`config.mk`:
```
export PLATFORM = sky130hd
export DESIGN_NAME = cpu
export DESIGN_NICKNAME = d
export VERILOG_FILES = /design/src/verilog/cpu_pkg.sv /design/src/verilog/cpu.sv /design/src/verilog/address_unit.sv /design/src/verilog/datapath.sv /design/src/verilog/controller.sv /design/src/verilog/instruction_decoder.sv /design/src/verilog/alu.sv /design/src/verilog/regfile.sv
export SDC_FILE = /design/constraint.sdc
export NUM_CORES = 1
export LEC_CHECK = 0
export BUFFER_PORTS_ARGS = -buffer_cell sky130_fd_sc_hd__clkbuf_2
export CORE_AREA = 2 2 105 208
export DETAILED_ROUTE_END_ITERATION = 12
export DIE_AREA = 0 0 107 210
export PLACE_DENSITY = 0.75
export SLEW_MARGIN = 40
export SYNTH_ARGS = -nofsm -noshare
export SYNTH_HDL_FRONTEND = slang
export SYNTH_SLANG_ARGS = --single-unit
```
`constraint.sdc`:
```
create_clock -name clk -period 5.4 [get_ports clk]
set_input_delay 0.27 -clock clk [delete_from_list [all_inputs] [get_ports clk]]
set_output_delay 0.27 -clock clk [all_outputs]
set_load 0.01 [all_outputs]
```
`src/verilog/cpu_pkg.sv`:
```
`default_nettype none

package cpu_pkg;

    localparam int word_width = 16;
    localparam int reg_num_width = 3;

    // Opcodes
    localparam logic [2:0] op_alu = 3'b101;
    localparam logic [2:0] op_move = 3'b110;
    localparam logic [2:0] op_ldr = 3'b011;
    localparam logic [2:0] op_str = 3'b100;
    localparam logic [2:0] op_halt = 3'b111;

    localparam logic [1:0] alu_add = 2'b00;
    localparam logic [1:0] alu_cmp = 2'b01;
    localparam logic [1:0] alu_and = 2'b10;
    localparam logic [1:0] alu_mvn = 2'b11;
    localparam logic [1:0] mov_reg = 2'b00;
    localparam logic [1:0] mov_imm = 2'b10;

    // Shift by one place
    localparam logic [1:0] sh_none = 2'b00;
    localparam logic [1:0] sh_lsl = 2'b01;
    localparam logic [1:0] sh_lsr = 2'b10;
    localparam logic [1:0] sh_asr = 2'b11;

    localparam logic [1:0] mem_none = 2'b00;
    localparam logic [1:0] mem_write = 2'b01;
    localparam logic [1:0] mem_read = 2'b10;

    localparam logic [1:0] vsel_mdata = 2'b00; // Memory read data
    localparam logic [1:0] vsel_imm8 = 2'b01;
    localparam logic [1:0] vsel_c = 2'b11;

    localparam logic [2:0] sel_rm = 3'b001;
    localparam logic [2:0] sel_rd = 3'b010;
    localparam logic [2:0] sel_rn = 3'b100;

    localparam logic [4:0] st_reset = 5'b00000;
    localparam logic [4:0] st_if1 = 5'b10000;
    localparam logic [4:0] st_if2 = 5'b11000;
    localparam logic [4:0] st_update_pc = 5'b11111;
    localparam logic [4:0] st_decode = 5'b00001;
    localparam logic [4:0] st_get_a = 5'b00010;
    localparam logic [4:0] st_get_b = 5'b00011;
    localparam logic [4:0] st_execute = 5'b00100;
    localparam logic [4:0] st_compare = 5'b00110;
    localparam logic [4:0] st_load_addr = 5'b01001;
    localparam logic [4:0] st_mem_read = 5'b01010;
    localparam logic [4:0] st_get_d = 5'b01011;
    localparam logic [4:0] st_pass_d = 5'b01100;
    localparam logic [4:0] st_mem_write = 5'b01101;
    localparam logic [4:0] st_write_reg = 5'b00101;
    localparam logic [4:0] st_halt = 5'b11011;

    typedef struct packed {
        logic [2:0] opcode;
        logic [1:0] op;
        logic [2:0] rn;
        logic [2:0] rd;
        logic [1:0] shift;
        logic [2:0] rm;
    } reg_fields_t;

    typedef struct packed {
        logic [2:0] opcode;
        logic [1:0] op;
        logic [2:0] rn;
        logic [7:0] imm8;
    } imm8_fields_t;

    typedef struct packed {
        logic [2:0] opcode;
        logic [1:0] op;
        logic [2:0] rn;
        logic [2:0] rd;
        logic [4:0] imm5;
    } imm5_fields_t;

    // Three layouts of the same instruction word
    typedef union packed {
        reg_fields_t reg_view;
        imm8_fields_t imm8_view;
        imm5_fields_t imm5_view;
    } instr_t;

endpackage

`default_nettype wire
```
`src/verilog/cpu.sv`:
```
`timescale 1ns/1ps
`default_nettype none

module cpu import cpu_pkg::*; #(
    parameter int addr_width = 9
) (
    input wire logic clk,
    input wire logic reset,
    input wire logic [word_width-1:0] read_data,
    output logic [1:0] mem_cmd,
    output logic [addr_width-1:0] mem_addr,
    output logic [word_width-1:0] write_data,
    output logic n,
    output logic v,
    output logic z,
    output logic halted
);

    logic [2:0] opcode;
    logic [1:0] op;
    logic [1:0] shift;
    logic [reg_num_width-1:0] readnum;
    logic [reg_num_width-1:0] writenum;
    logic [word_width-1:0] sximm5;
    logic [word_width-1:0] sximm8;

    logic [2:0] nsel;
    logic write, loada, loadb, loadc, loads;
    logic asel, bsel;
    logic [1:0] vsel;
    logic [1:0] alu_op;
    logic load_ir, load_pc, reset_pc, load_addr, addr_sel;

    instruction_decoder u_decoder (
        .clk(clk),
        .load_ir(load_ir),
        .read_data(read_data),
        .nsel(nsel),
        .opcode(opcode),
        .op(op),
        .shift(shift),
        .readnum(readnum),
        .writenum(writenum),
        .sximm5(sximm5),
        .sximm8(sximm8)
    );

    controller u_controller (
        .clk(clk),
        .reset(reset),
        .opcode(opcode),
        .op(op),
        .nsel(nsel),
        .write(write),
        .loada(loada),
        .loadb(loadb),
        .loadc(loadc),
        .loads(loads),
        .asel(asel),
        .bsel(bsel),
        .vsel(vsel),
        .alu_op(alu_op),
        .load_ir(load_ir),
        .load_pc(load_pc),
        .reset_pc(reset_pc),
        .load_addr(load_addr),
        .addr_sel(addr_sel),
        .mem_cmd(mem_cmd),
        .halted(halted)
    );

    datapath u_datapath (
        .clk(clk),
        .read_data(read_data),
        .sximm5(sximm5),
        .sximm8(sximm8),
        .readnum(readnum),
        .writenum(writenum),
        .write(write),
        .loada(loada),
        .loadb(loadb),
        .loadc(loadc),
        .loads(loads),
        .asel(asel),
        .bsel(bsel),
        .vsel(vsel),
        .shift(shift),
        .alu_op(alu_op),
        .write_data(write_data),
        .n(n),
        .v(v),
        .z(z)
    );

    address_unit #(
        .addr_width(addr_width)
    ) u_address_unit (
        .clk(clk),
        .load_pc(load_pc),
        .reset_pc(reset_pc),
        .load_addr(load_addr),
        .addr_sel(addr_sel),
        .c_value(write_data), // C register doubles as store data
        .mem_addr(mem_addr)
    );

endmodule

`default_nettype wire

```
`src/verilog/address_unit.sv`:
```
`timescale 1ns/1ps
`default_nettype none

module address_unit import cpu_pkg::*; #(
    parameter int addr_width = 9
) (
    input wire logic clk,
    input wire logic load_pc,
    input wire logic reset_pc,
    input wire logic load_addr,
    input wire logic addr_sel,
    input wire logic [word_width-1:0] c_value,
    output logic [addr_width-1:0] mem_addr
);

    logic [addr_width-1:0] pc;
    logic [addr_width-1:0] data_addr;
    logic [addr_width-1:0] next_pc;

    assign next_pc = reset_pc ? '0 : pc + addr_width'(1);

    always_ff @(posedge clk) begin
        if (load_pc) begin
            pc <= next_pc;
        end
        if (load_addr) begin
            data_addr <= c_value[addr_width-1:0]; // Word address from ALU result
        end
    end

    // PC for fetch, data address for LDR and STR
    assign mem_addr = addr_sel ? pc : data_addr;

endmodule

`default_nettype wire

```
`src/verilog/datapath.sv`:
```
`timescale 1ns/1ps
`default_nettype none

module datapath import cpu_pkg::*; (
    input wire logic clk,
    input wire logic [word_width-1:0] read_data,
    input wire logic [word_width-1:0] sximm5,
    input wire logic [word_width-1:0] sximm8,
    input wire logic [reg_num_width-1:0] readnum,
    input wire logic [reg_num_width-1:0] writenum,
    input wire logic write,
    input wire logic loada,
    input wire logic loadb,
    input wire logic loadc,
    input wire logic loads,
    input wire logic asel,
    input wire logic bsel,
    input wire logic [1:0] vsel,
    input wire logic [1:0] shift,
    input wire logic [1:0] alu_op,
    output logic [word_width-1:0] write_data,
    output logic n,
    output logic v,
    output logic z
);

    logic [word_width-1:0] data_in;
    logic [word_width-1:0] reg_out;
    logic [word_width-1:0] a_reg, b_reg, c_reg;
    logic [word_width-1:0] a_in;
    logic [word_width-1:0] alu_result;
    logic alu_z, alu_n, alu_v;

    always_comb begin
        case (vsel)
            vsel_mdata: data_in = read_data;
            vsel_imm8: data_in = sximm8;
            default: data_in = c_reg;
        endcase
    end

    regfile u_regfile (
        .clk(clk),
        .write(write),
        .writenum(writenum),
        .readnum(readnum),
        .data_in(data_in),
        .data_out(reg_out)
    );

    always_ff @(posedge clk) begin
        if (loada) a_reg <= reg_out;
        if (loadb) b_reg <= reg_out;
        if (loadc) c_reg <= alu_result;
        if (loads) begin
            z <= alu_z;
            n <= alu_n;
            v <= alu_v;
        end
    end

    assign a_in = asel ? '0 : a_reg;

    alu u_alu (
        .a(a_in),
        .b_raw(b_reg),
        .sximm5(sximm5),
        .bsel(bsel),
        .shift(shift),
        .alu_op(alu_op),
        .result(alu_result),
        .z(alu_z),
        .n(alu_n),
        .v(alu_v)
    );

    assign write_data = c_reg;

endmodule

`default_nettype wire

```
`src/verilog/controller.sv`:
```
`timescale 1ns/1ps
`default_nettype none

module controller import cpu_pkg::*; (
    input wire logic clk,
    input wire logic reset,
    input wire logic [2:0] opcode,
    input wire logic [1:0] op,
    output logic [2:0] nsel,
    output logic write,
    output logic loada,
    output logic loadb,
    output logic loadc,
    output logic loads,
    output logic asel,
    output logic bsel,
    output logic [1:0] vsel,
    output logic [1:0] alu_op,
    output logic load_ir,
    output logic load_pc,
    output logic reset_pc,
    output logic load_addr,
    output logic addr_sel,
    output logic [1:0] mem_cmd,
    output logic halted
);

    logic [4:0] state;
    logic [4:0] next_state;
    logic is_mem_op;
    logic zero_a; // MOV reg and MVN run without Rn

    assign is_mem_op = (opcode == op_ldr) || (opcode == op_str);
    assign zero_a = (opcode == op_move) || (opcode == op_alu && op == alu_mvn);

    always_ff @(posedge clk) begin
        if (reset) begin
            state <= st_reset;
        end else begin
            state <= next_state;
        end
    end

    always_comb begin
        next_state = state;
        case (state)
            st_reset: next_state = st_if1;
            st_if1: next_state = st_if2;
            st_if2: next_state = st_update_pc;
            st_update_pc: next_state = st_decode;
            st_decode: begin
                case (opcode)
                    op_alu: next_state = (op == alu_mvn) ? st_get_b : st_get_a;
                    op_move: begin
                        if (op == mov_imm) begin
                            next_state = st_write_reg;
                        end else if (op == mov_reg) begin
                            next_state = st_get_b;
                        end else begin
                            next_state = st_if1;
                        end
                    end
                    op_ldr, op_str: next_state = st_get_a;
                    op_halt: next_state = st_halt;
                    default: next_state = st_if1; // Unknown opcode does nothing
                endcase
            end
            st_get_a: next_state = is_mem_op ? st_execute : st_get_b;
            st_get_b: begin
                if (opcode == op_alu && op == alu_cmp) begin
                    next_state = st_compare;
                end else begin
                    next_state = st_execute;
                end
            end
            st_execute: next_state = is_mem_op ? st_load_addr : st_write_reg;
            st_compare: next_state = st_if1;
            st_load_addr: next_state = (opcode == op_ldr) ? st_mem_read : st_get_d;
            st_mem_read: next_state = st_write_reg;
            st_get_d: next_state = st_pass_d;
            st_pass_d: next_state = st_mem_write;
            st_mem_write: next_state = st_write_reg;
            st_write_reg: next_state = st_if1;
            st_halt: next_state = st_halt; // Left only by reset
            default: next_state = st_reset;
        endcase
    end

    always_comb begin
        nsel = sel_rn;
        write = 1'b0;
        loada = 1'b0;
        loadb = 1'b0;
        loadc = 1'b0;
        loads = 1'b0;
        asel = 1'b0;
        bsel = 1'b0;
        vsel = vsel_c;
        alu_op = alu_add;
        load_ir = 1'b0;
        load_pc = 1'b0;
        reset_pc = 1'b0;
        load_addr = 1'b0;
        addr_sel = 1'b0;
        mem_cmd = mem_none;
        case (state)
            st_reset: begin
                load_pc = 1'b1;
                reset_pc = 1'b1;
            end
            st_if1: begin
                addr_sel = 1'b1;
                mem_cmd = mem_read;
            end
            st_if2: begin
                addr_sel = 1'b1;
                mem_cmd = mem_read;
                load_ir = 1'b1;
            end
            st_update_pc: load_pc = 1'b1;
            st_get_a: begin
                nsel = sel_rn;
                loada = 1'b1;
            end
            st_get_b: begin
                nsel = sel_rm;
                loadb = 1'b1;
            end
            st_execute: begin
                loadc = 1'b1;
                asel = zero_a;
                bsel = is_mem_op; // Base plus offset
                alu_op = (opcode == op_alu) ? op : alu_add;
            end
            st_compare: begin
                loads = 1'b1;
                alu_op = alu_cmp;
            end
            st_load_addr: load_addr = 1'b1;
            st_mem_read: mem_cmd = mem_read;
            st_get_d: begin
                nsel = sel_rd;
                loadb = 1'b1;
            end
            st_pass_d: begin
                loadc = 1'b1;
                asel = 1'b1;
            end
            st_mem_write: mem_cmd = mem_write;
            st_write_reg: begin
                if (opcode == op_move && op == mov_imm) begin
                    nsel = sel_rn;
                    vsel = vsel_imm8;
                    write = 1'b1;
                end else if (opcode == op_ldr) begin
                    nsel = sel_rd;
                    vsel = vsel_mdata;
                    mem_cmd = mem_read; // Hold read data for the write
                    write = 1'b1;
                end else if (opcode != op_str) begin
                    nsel = sel_rd;
                    write = 1'b1;
                end
            end
            default: ;
        endcase
    end

    assign halted = (state == st_halt);

endmodule

`default_nettype wire

```
`src/verilog/instruction_decoder.sv`:
```
`timescale 1ns/1ps
`default_nettype none

module instruction_decoder import cpu_pkg::*; (
    input wire logic clk,
    input wire logic load_ir,
    input wire logic [word_width-1:0] read_data,
    input wire logic [2:0] nsel,
    output logic [2:0] opcode,
    output logic [1:0] op,
    output logic [1:0] shift,
    output logic [reg_num_width-1:0] readnum,
    output logic [reg_num_width-1:0] writenum,
    output logic [word_width-1:0] sximm5,
    output logic [word_width-1:0] sximm8
);

    instr_t ir;

    always_ff @(posedge clk) begin
        if (load_ir) begin
            ir <= read_data;
        end
    end

    assign opcode = ir.reg_view.opcode;
    assign op = ir.reg_view.op;

    // STR passes Rd through B unshifted
    assign shift = (opcode == op_str) ? sh_none : ir.reg_view.shift;

    assign sximm8 = {{(word_width - 8){ir.imm8_view.imm8[7]}}, ir.imm8_view.imm8};
    assign sximm5 = {{(word_width - 5){ir.imm5_view.imm5[4]}}, ir.imm5_view.imm5};

    always_comb begin
        case (nsel)
            sel_rm: readnum = ir.reg_view.rm;
            sel_rd: readnum = ir.reg_view.rd;
            default: readnum = ir.reg_view.rn;
        endcase
    end

    assign writenum = readnum; // One register select for both ports

endmodule

`default_nettype wire

```
`src/verilog/alu.sv`:
```
`timescale 1ns/1ps
`default_nettype none

module alu import cpu_pkg::*; (
    input wire logic [word_width-1:0] a,
    input wire logic [word_width-1:0] b_raw,
    input wire logic [word_width-1:0] sximm5,
    input wire logic bsel,
    input wire logic [1:0] shift,
    input wire logic [1:0] alu_op,
    output logic [word_width-1:0] result,
    output logic z,
    output logic n,
    output logic v
);

    logic [word_width-1:0] b_shifted;
    logic [word_width-1:0] b;
    logic [word_width-1:0] diff;

    always_comb begin
        case (shift)
            sh_lsl: b_shifted = {b_raw[word_width-2:0], 1'b0};
            sh_lsr: b_shifted = {1'b0, b_raw[word_width-1:1]};
            sh_asr: b_shifted = {b_raw[word_width-1], b_raw[word_width-1:1]};
            default: b_shifted = b_raw;
        endcase
    end

    assign b = bsel ? sximm5 : b_shifted;
    assign diff = a - b;

    always_comb begin
        case (alu_op)
            alu_add: result = a + b;
            alu_cmp: result = diff;
            alu_and: result = a & b;
            default: result = ~b; // MVN
        endcase
    end

    assign z = (result == '0);
    assign n = result[word_width-1];
    // Signed overflow of a - b
    assign v = (a[word_width-1] != b[word_width-1]) && (diff[word_width-1] != a[word_width-1]);

endmodule

`default_nettype wire

```
`src/verilog/regfile.sv`:
```
`timescale 1ns/1ps
`default_nettype none

module regfile import cpu_pkg::*; (
    input wire logic clk,
    input wire logic write,
    input wire logic [reg_num_width-1:0] writenum,
    input wire logic [reg_num_width-1:0] readnum,
    input wire logic [word_width-1:0] data_in,
    output logic [word_width-1:0] data_out
);

    localparam int num_regs = 1 << reg_num_width;

    logic [word_width-1:0] regs [num_regs];
    logic [num_regs-1:0] write_en;

    // One-hot write decode
    assign write_en = write ? (num_regs'(1) << writenum) : '0;

    always_ff @(posedge clk) begin
        for (int i = 0; i < num_regs; i++) begin
            if (write_en[i]) begin
                regs[i] <= data_in;
            end
        end
    end

    assign data_out = regs[readnum];

endmodule

`default_nettype wire

```
======== Word-level counts from Yosys, hierarchy flattened ========
Memories as Yosys holds them, arrays and structs flattened.
Cells that the tools add are included.
cells by class
  reductions and logical operators ........ 19
  mux-type cells .......................... 61
  $add $sub $neg .......................... 3
  shift operators ......................... 1
  equal/unequal tests ..................... 34
  bitwise operators ....................... 2
operators with widths
  operator               count
  $pmux W16 S3           2
  $pmux W5 S13           1
  $mux W1                32
  $mux W16               2
  $pmux W16 S2           1
  $eq A5 B4 Y1 const B   5
  $eq A5 B5 Y1 const B   4
  $pmux W5 S4            1
  $add A16 B16 Y16       1
  $and A16 B16 Y16       1
  $logic_not A16 Y1      1
  $mux W2                8
  $not A16 Y16           1
  $sub A16 B16 Y16       1
  $eq A5 B3 Y1 const B   3
  $eq A3 B3 Y1 const B   4
  $mux W3                4
  $reduce_or A2 Y1       6
  $eq A2 B2 Y1 const B   5
  $eq A5 B2 Y1 const B   2
  $mux W5                2
  $add A9 B1 Y9 const B  1
  $mux W9                1
  $pmux W3 S3            1
  other kinds (18)       30
word-level totals
  output and inout bits ................... 31
  logic and storage cells ................. 131
  memories kept ........................... 1
  bits of input ports ..................... 18
  memory bits (writable) .................. 128
  register bits after elaboration ......... 90
memories
  memory                     depth  width  rd ports  clocked after Yosys merged registers in  wr ports  line           RTL
  u_datapath.u_regfile.regs  8      16     1         0                                        8         regfile.sv:15  logic [word_width-1:0] regs [num_regs];

======== Depth between registers and ports, before layout ========
  depth in word-level cells ............... 11
  gate-level depth with buffers ........... 21
  depth with buffers taken out ............ 19

======== By module ========
A second synthesis with hierarchy kept.
second synthesis, totals
  cell total of the unflattened synthesis .. 931
  area total of the unflattened synthesis .. 11979.0 µm²
by module, submodules not included
  module               times used  area each (µm²)  seq. area each (µm²)  cells an instance
  regfile              1           4973.5           3843.7                198
  alu                  1           2387.3           0.0                   350
  datapath             1           1994.4           1531.5                121
  instruction_decoder  1           934.6            480.5                 78
  controller           1           859.6            100.1                 125
  address_unit         1           829.5            540.5                 59

======== Worst setup path before layout ========
OpenSTA, ideal clock, no wires.
  kind .................................... reg2reg
  from .................................... register u_controller.state[1]
  to ...................................... register u_datapath.z (data pin)
  clock period less this slack ............ 5.996 ns
  cell stages (with the launch flop) ...... 19
  arrival ................................. 5.862 ns
  required time ........................... 5.266 ns
  path buffers ............................ 4
  path slack .............................. -0.596 ns
  setup time .............................. 0.134 ns
  cells stage by stage .................... dfxtp_1 > clkbuf_1 > or2_2 > clkbuf_1 > nor3_1 > o21ai_0 > clkbuf_1 > and2_1 > ha_1 > clkbuf_1 > inv_1 > a311oi_1 > a21boi_0 > a21oi_1 > mux2i_1 > a22oi_1 > or4_1 > or4b_1 > and4b_1
between the ends
  cells in the longest elaborated chain, start to end .. 6
  elaborated cells on any way between the ends .. 17
  those cells by class .................... 2 x add/sub; 5 x eq/ne; 6 x mux; 2 x bitwise; 2 x reduce/logical
RTL lines
  what                                                 line                       RTL
  start, declared                                      controller.sv:28           logic [4:0] state;
  start signal, assigned                               controller.sv:38           state <= st_reset;
  start signal, assigned                               controller.sv:40           state <= next_state;
  $eq A5 B4 Y1 / $eq A5 B3 Y1 (equally long branches)  controller.sv:106          case (state)
  $pmux W1 S2 / $mux W1 (equally long branches)        controller.sv:106
  $mux W16, on equally long branches                   datapath.sv:62, alu.sv:30
  $sub A16 B16 Y16 (tied with other cells)             alu.sv:31                  assign diff = a - b;
  $pmux W16 S3 (*)                                     alu.sv:34                  case (alu_op)
  named net u_datapath.alu_result[11]                  datapath.sv:31             logic [word_width-1:0] alu_result;
  $logic_not A16 Y1 (*)                                alu.sv:42                  assign z = (result == '0);
  named net u_datapath.alu_z                           datapath.sv:32             logic alu_z, alu_n, alu_v;
  end signal, assigned                                 datapath.sv:56             z <= alu_z;
  end, declared                                        datapath.sv:24             output logic z
The timed path passes the listed nets; every way through them passes the cells marked *.
A chain may end at the register's enable or synchronous reset.

======== Final worst setup path ========
  from .................................... register u_decoder.ir[13] in the netlist's numbering
  to ...................................... register u_datapath.z (data pin)
between the ends
  cells in the longest elaborated chain, start to end .. 8
  elaborated cells on any way between the ends .. 27
  those cells by class .................... 2 x add/sub; 9 x eq/ne; 9 x mux; 2 x bitwise; 5 x reduce/logical
RTL lines
  what                                                   line                                         RTL
  start, declared                                        instruction_decoder.sv:18                    instr_t ir;
  start signal, assigned                                 instruction_decoder.sv:22                    ir <= read_data;
  $eq A3 B3 Y1, on equally long branches                 n/a
  $mux W2 / $logic_and A1 B1 Y1 (equally long branches)  instruction_decoder.sv:30, controller.sv:34
  $eq A2 B2 Y1 (tied with other cells)                   alu.sv:22                                    case (shift)
  $pmux W16 S3 / $pmux W1 S2 (equally long branches)     alu.sv:22, controller.sv:106
  $mux W16, on equally long branches                     alu.sv:30, datapath.sv:62
  $sub A16 B16 Y16 (tied with other cells)               alu.sv:31
  $pmux W16 S3 (*)                                       alu.sv:34
  named net u_datapath.alu_result[8]                     datapath.sv:31
  $logic_not A16 Y1 (*)                                  alu.sv:42
  named net u_datapath.alu_z                             datapath.sv:32
Marks and branches as above.

==> metrics.md <==
| Metric | Value |
|---|---|
| Final WL | `31,930 um` |
| Largest net degree at the start of global routing | `65` |
| N_diodes | `0` |
| Synth warn | `0` |
| Share of layout cells above drive strength 1 | `13.61%` |
| Fin cells | `1,445` |
| GR peak layer | `met2` |
| Clock buffer depth | `3` |
| Pwr dens | `375.9 mW/mm^2` |
| Pleak | `4.735 nW` |
| Outcome | `finished clean` |
| Count of cell types in the netlist | `72` |
| H-Tree Depth | `1` |
| Die W | `107 um` |
| DRT iter0 DRCs | `606` |
| Worst slew margin | `39.89%` |
| Ranking of synthesized cells by area | `edfxtp_1 (56%), nor2_1 (5.3%), nand2_1 (4.0%)` |
| Cells after Synth | `1,095` |
| Ys async rst share | `0%` |
| Peak supply drop | `0.2835 mV` |
| Placed Cells incl. Taps | `1,398` |
| Post-synth EDFFs | `213` |
| Setup Skew | `24.69 ps` |
| Top reg by flops | `u_datapath.u_regfile.regs` |
| Critical Setup Path Class | `register to register` |
| Seq/Total Area, Yosys | `56.68%` |
| Core area | `0.02093 sq mm` |
| Largest area contributor in the netlist | `edfxtp_1` |
| Synth Register Bits | `218` |
| Synthesis-to-layout area growth | `14.06%` |
| Skew-Pair Late Insertion Delay | `510 ps` |
| Die ar. | `0.02247 sq mm` |
| Final nets | `1,217` |
| Met1 usage | `29.57%` |
| Synth Area per Inst | `10.47 sq um` |
| Initial antenna violation count | `0` |
| CTS root buffer | `clkbuf_16` |
| F_max | `194.3 MHz` |
| GR Util met2 | `53.48%` |
| Syn Nets | `1,147` |
| Total gr overflow | `0` |
| Antenna-violating nets left | `0` |
| CTS tree | `built` |
| Hold Violations, Final | `0` |
| DR WL/cell | `22.09 um` |
| Residual DRC | `0` |
| Area of the multi-input gates | `0.004691 sq mm` |
| Starting density of the core | `54.77%` |
| Post-synth top area share | `55.80%` |
| Cell depth of the worst flop-to-flop path | `17` |
| Final Max Tran Viols | `0` |
| Worst Path Max Fanout | `20` |
| HP Class | `input pin to register` |
| Global-route wire length before repair | `48,620 um` |
| TritonCTS buffer count | `19` |
| Critical Path AT | `5520 ps` |
| DP Area | `0.01229 sq mm` |
| Register Area | `0.006496 sq mm` |
| Buffers on Ports | `48` |
| Fin crit share | `95.32%` |
| Max reg flops | `128` |
| Die Ht | `210 um` |
| RePlAce Congestion | `1.029` |
| Final setup TNS | `0 ps` |
| Via-per-instance ratio | `6.165` |
| Critical path endpoint category | `register` |
| Crit path required time | `5780 ps` |
| Hpwl dp | `23,480 um` |
| I/O pins | `49` |
| Total track usage | `28.88%` |
| Worst Setup Start Kind | `register` |
| Reg clk slew, reported paths | `80 ps` |
| Design area | `0.01307 sq mm` |
| Number of global-route vias before repair | `8,736` |
| CTS Sinks | `218` |
| Hold depth | `1` |
| GR Util met3 | `3.803%` |
| Main synth FF type | `edfxtp_1` |
| RSZ-0062 raised after global routing | `false` |
| FP Rows | `75` |
| Mapped Area | `0.01146 sq mm` |
| Via count | `8,908` |
| Max-cap viol count | `0` |
| Filler Cells Inserted | `1,703` |
| Post-layout min period | `5147 ps` |
| DR pass1 iterations | `7` |
| Setup violators final | `0` |
| Worst slew pin tran | `898.3 ps` |
logic make-up after synthesis:
group	share of synthesized area (%)
AO/OA/AOI/OAI	14.81
XOR/XNOR	1.528
adder cells (fa/ha/maj)	3.842
buffers and inverters	3.515
flip-flops	56.68
multiplexers	1.692
AND/OR/NAND/NOR	17.93
what timing repair did:
action                     in CTS  in global routing
hold buffers                   15                  0
buffers inserted                0                  0
setup endpoints to repair       0                  1
hold endpoints to repair       15                  0
gates resized for setup         0                  1
metal layers:
metal / routed length, um / vias up
met5: 0 / -
met4: 2365 / 0
met3: 1644 / 114
met2: 17400 / 352
met1: 10520 / 4281
li1: - / 4161
area by class of cell:
cell class,count,share of cell area (%)
repair buffers,115,6.068
flip-flops and latches,218,49.69
clock inverters,9,1.005
well taps,269,2.574
inverters,36,1.034
multi-input cells,775,35.88
clock buffers,23,3.752
where the power goes:
group          switching [mW]  internal (mW)
Sequential              0.101           2.02
Combinational           0.881          0.514
Clock                   0.605          0.798
Total                    1.59           3.33
through the flow:
step	util [%]	hold WS (ps)	total power [mW]	setup slack, ps
final	62.48	35.14	4.915	252.6
after global routing	62.48	4.212	5.113	68.52
after CTS	62.42	0.3524	4.911	278.8
after detailed placement	58.73	459.4	3.505	314.8
after global placement	58.59	452.5	3.490	391.1
after floorplan	-	349.3	3.031	19.91
critical path, stage by stage (launching register included):
cell,delay [ps]
edfxtp_1,560
or3b_2,530
a211oi_2,280
buf_12,190
a221oi_1,70
nor2_1,200
ha_1,210
inv_1,70
fa_1,440
nor2b_1,220
o2111ai_1,230
a31oi_1,360
o31ai_1,120
xnor2_1,150
a22oi_1,90
or4_1,530
or4b_1,470
and4b_1,270
cell usage after synthesis (all sizes together), types with 15 or more instances:
cell	number
inv	35
o211ai	21
clkbuf	53
a21oi	39
o21ai	69
nor2	162
ha	32
edfxtp	213
nand2	122
and2	18
a31oi	15
nand3	61
nor3	20
nor2b	17
final timing paths:
kind	start	endpoint	slack (ps)
worst max-delay path	u_decoder.ir[13]	u_datapath.z	250
worst min-delay path	read_data[4]	u_decoder.ir[4]	40
worst max register to register	u_decoder.ir[13]	u_datapath.z	250
worst min register to register	u_datapath.write_data[0]	u_address_unit.data_addr[0]	510
cell usage in the layout (no fill, tap or decap), drive strengths merged, types with 5 or more instances in the layout:
cell type,n
a211oi,10
a21boi,5
a21o,6
a21oi,39
a221o,10
a221oi,9
a22oi,11
a31oi,15
and2,18
and3,6
buf,52
clkbuf,71
dfxtp,5
dlygate4sd3,15
edfxtp,213
ha,32
inv,37
mux2,11
mux2i,7
nand2,122
nand2b,9
nand3,61
nor2,162
nor2b,17
nor3,20
nor4,5
o211ai,21
o21a,6
o21ai,69
o21bai,6
o221ai,5
o22ai,6
o31ai,6
or3,6
xnor2,9
xor2,11
Note: power is estimated with default switching activity, not from simulation.
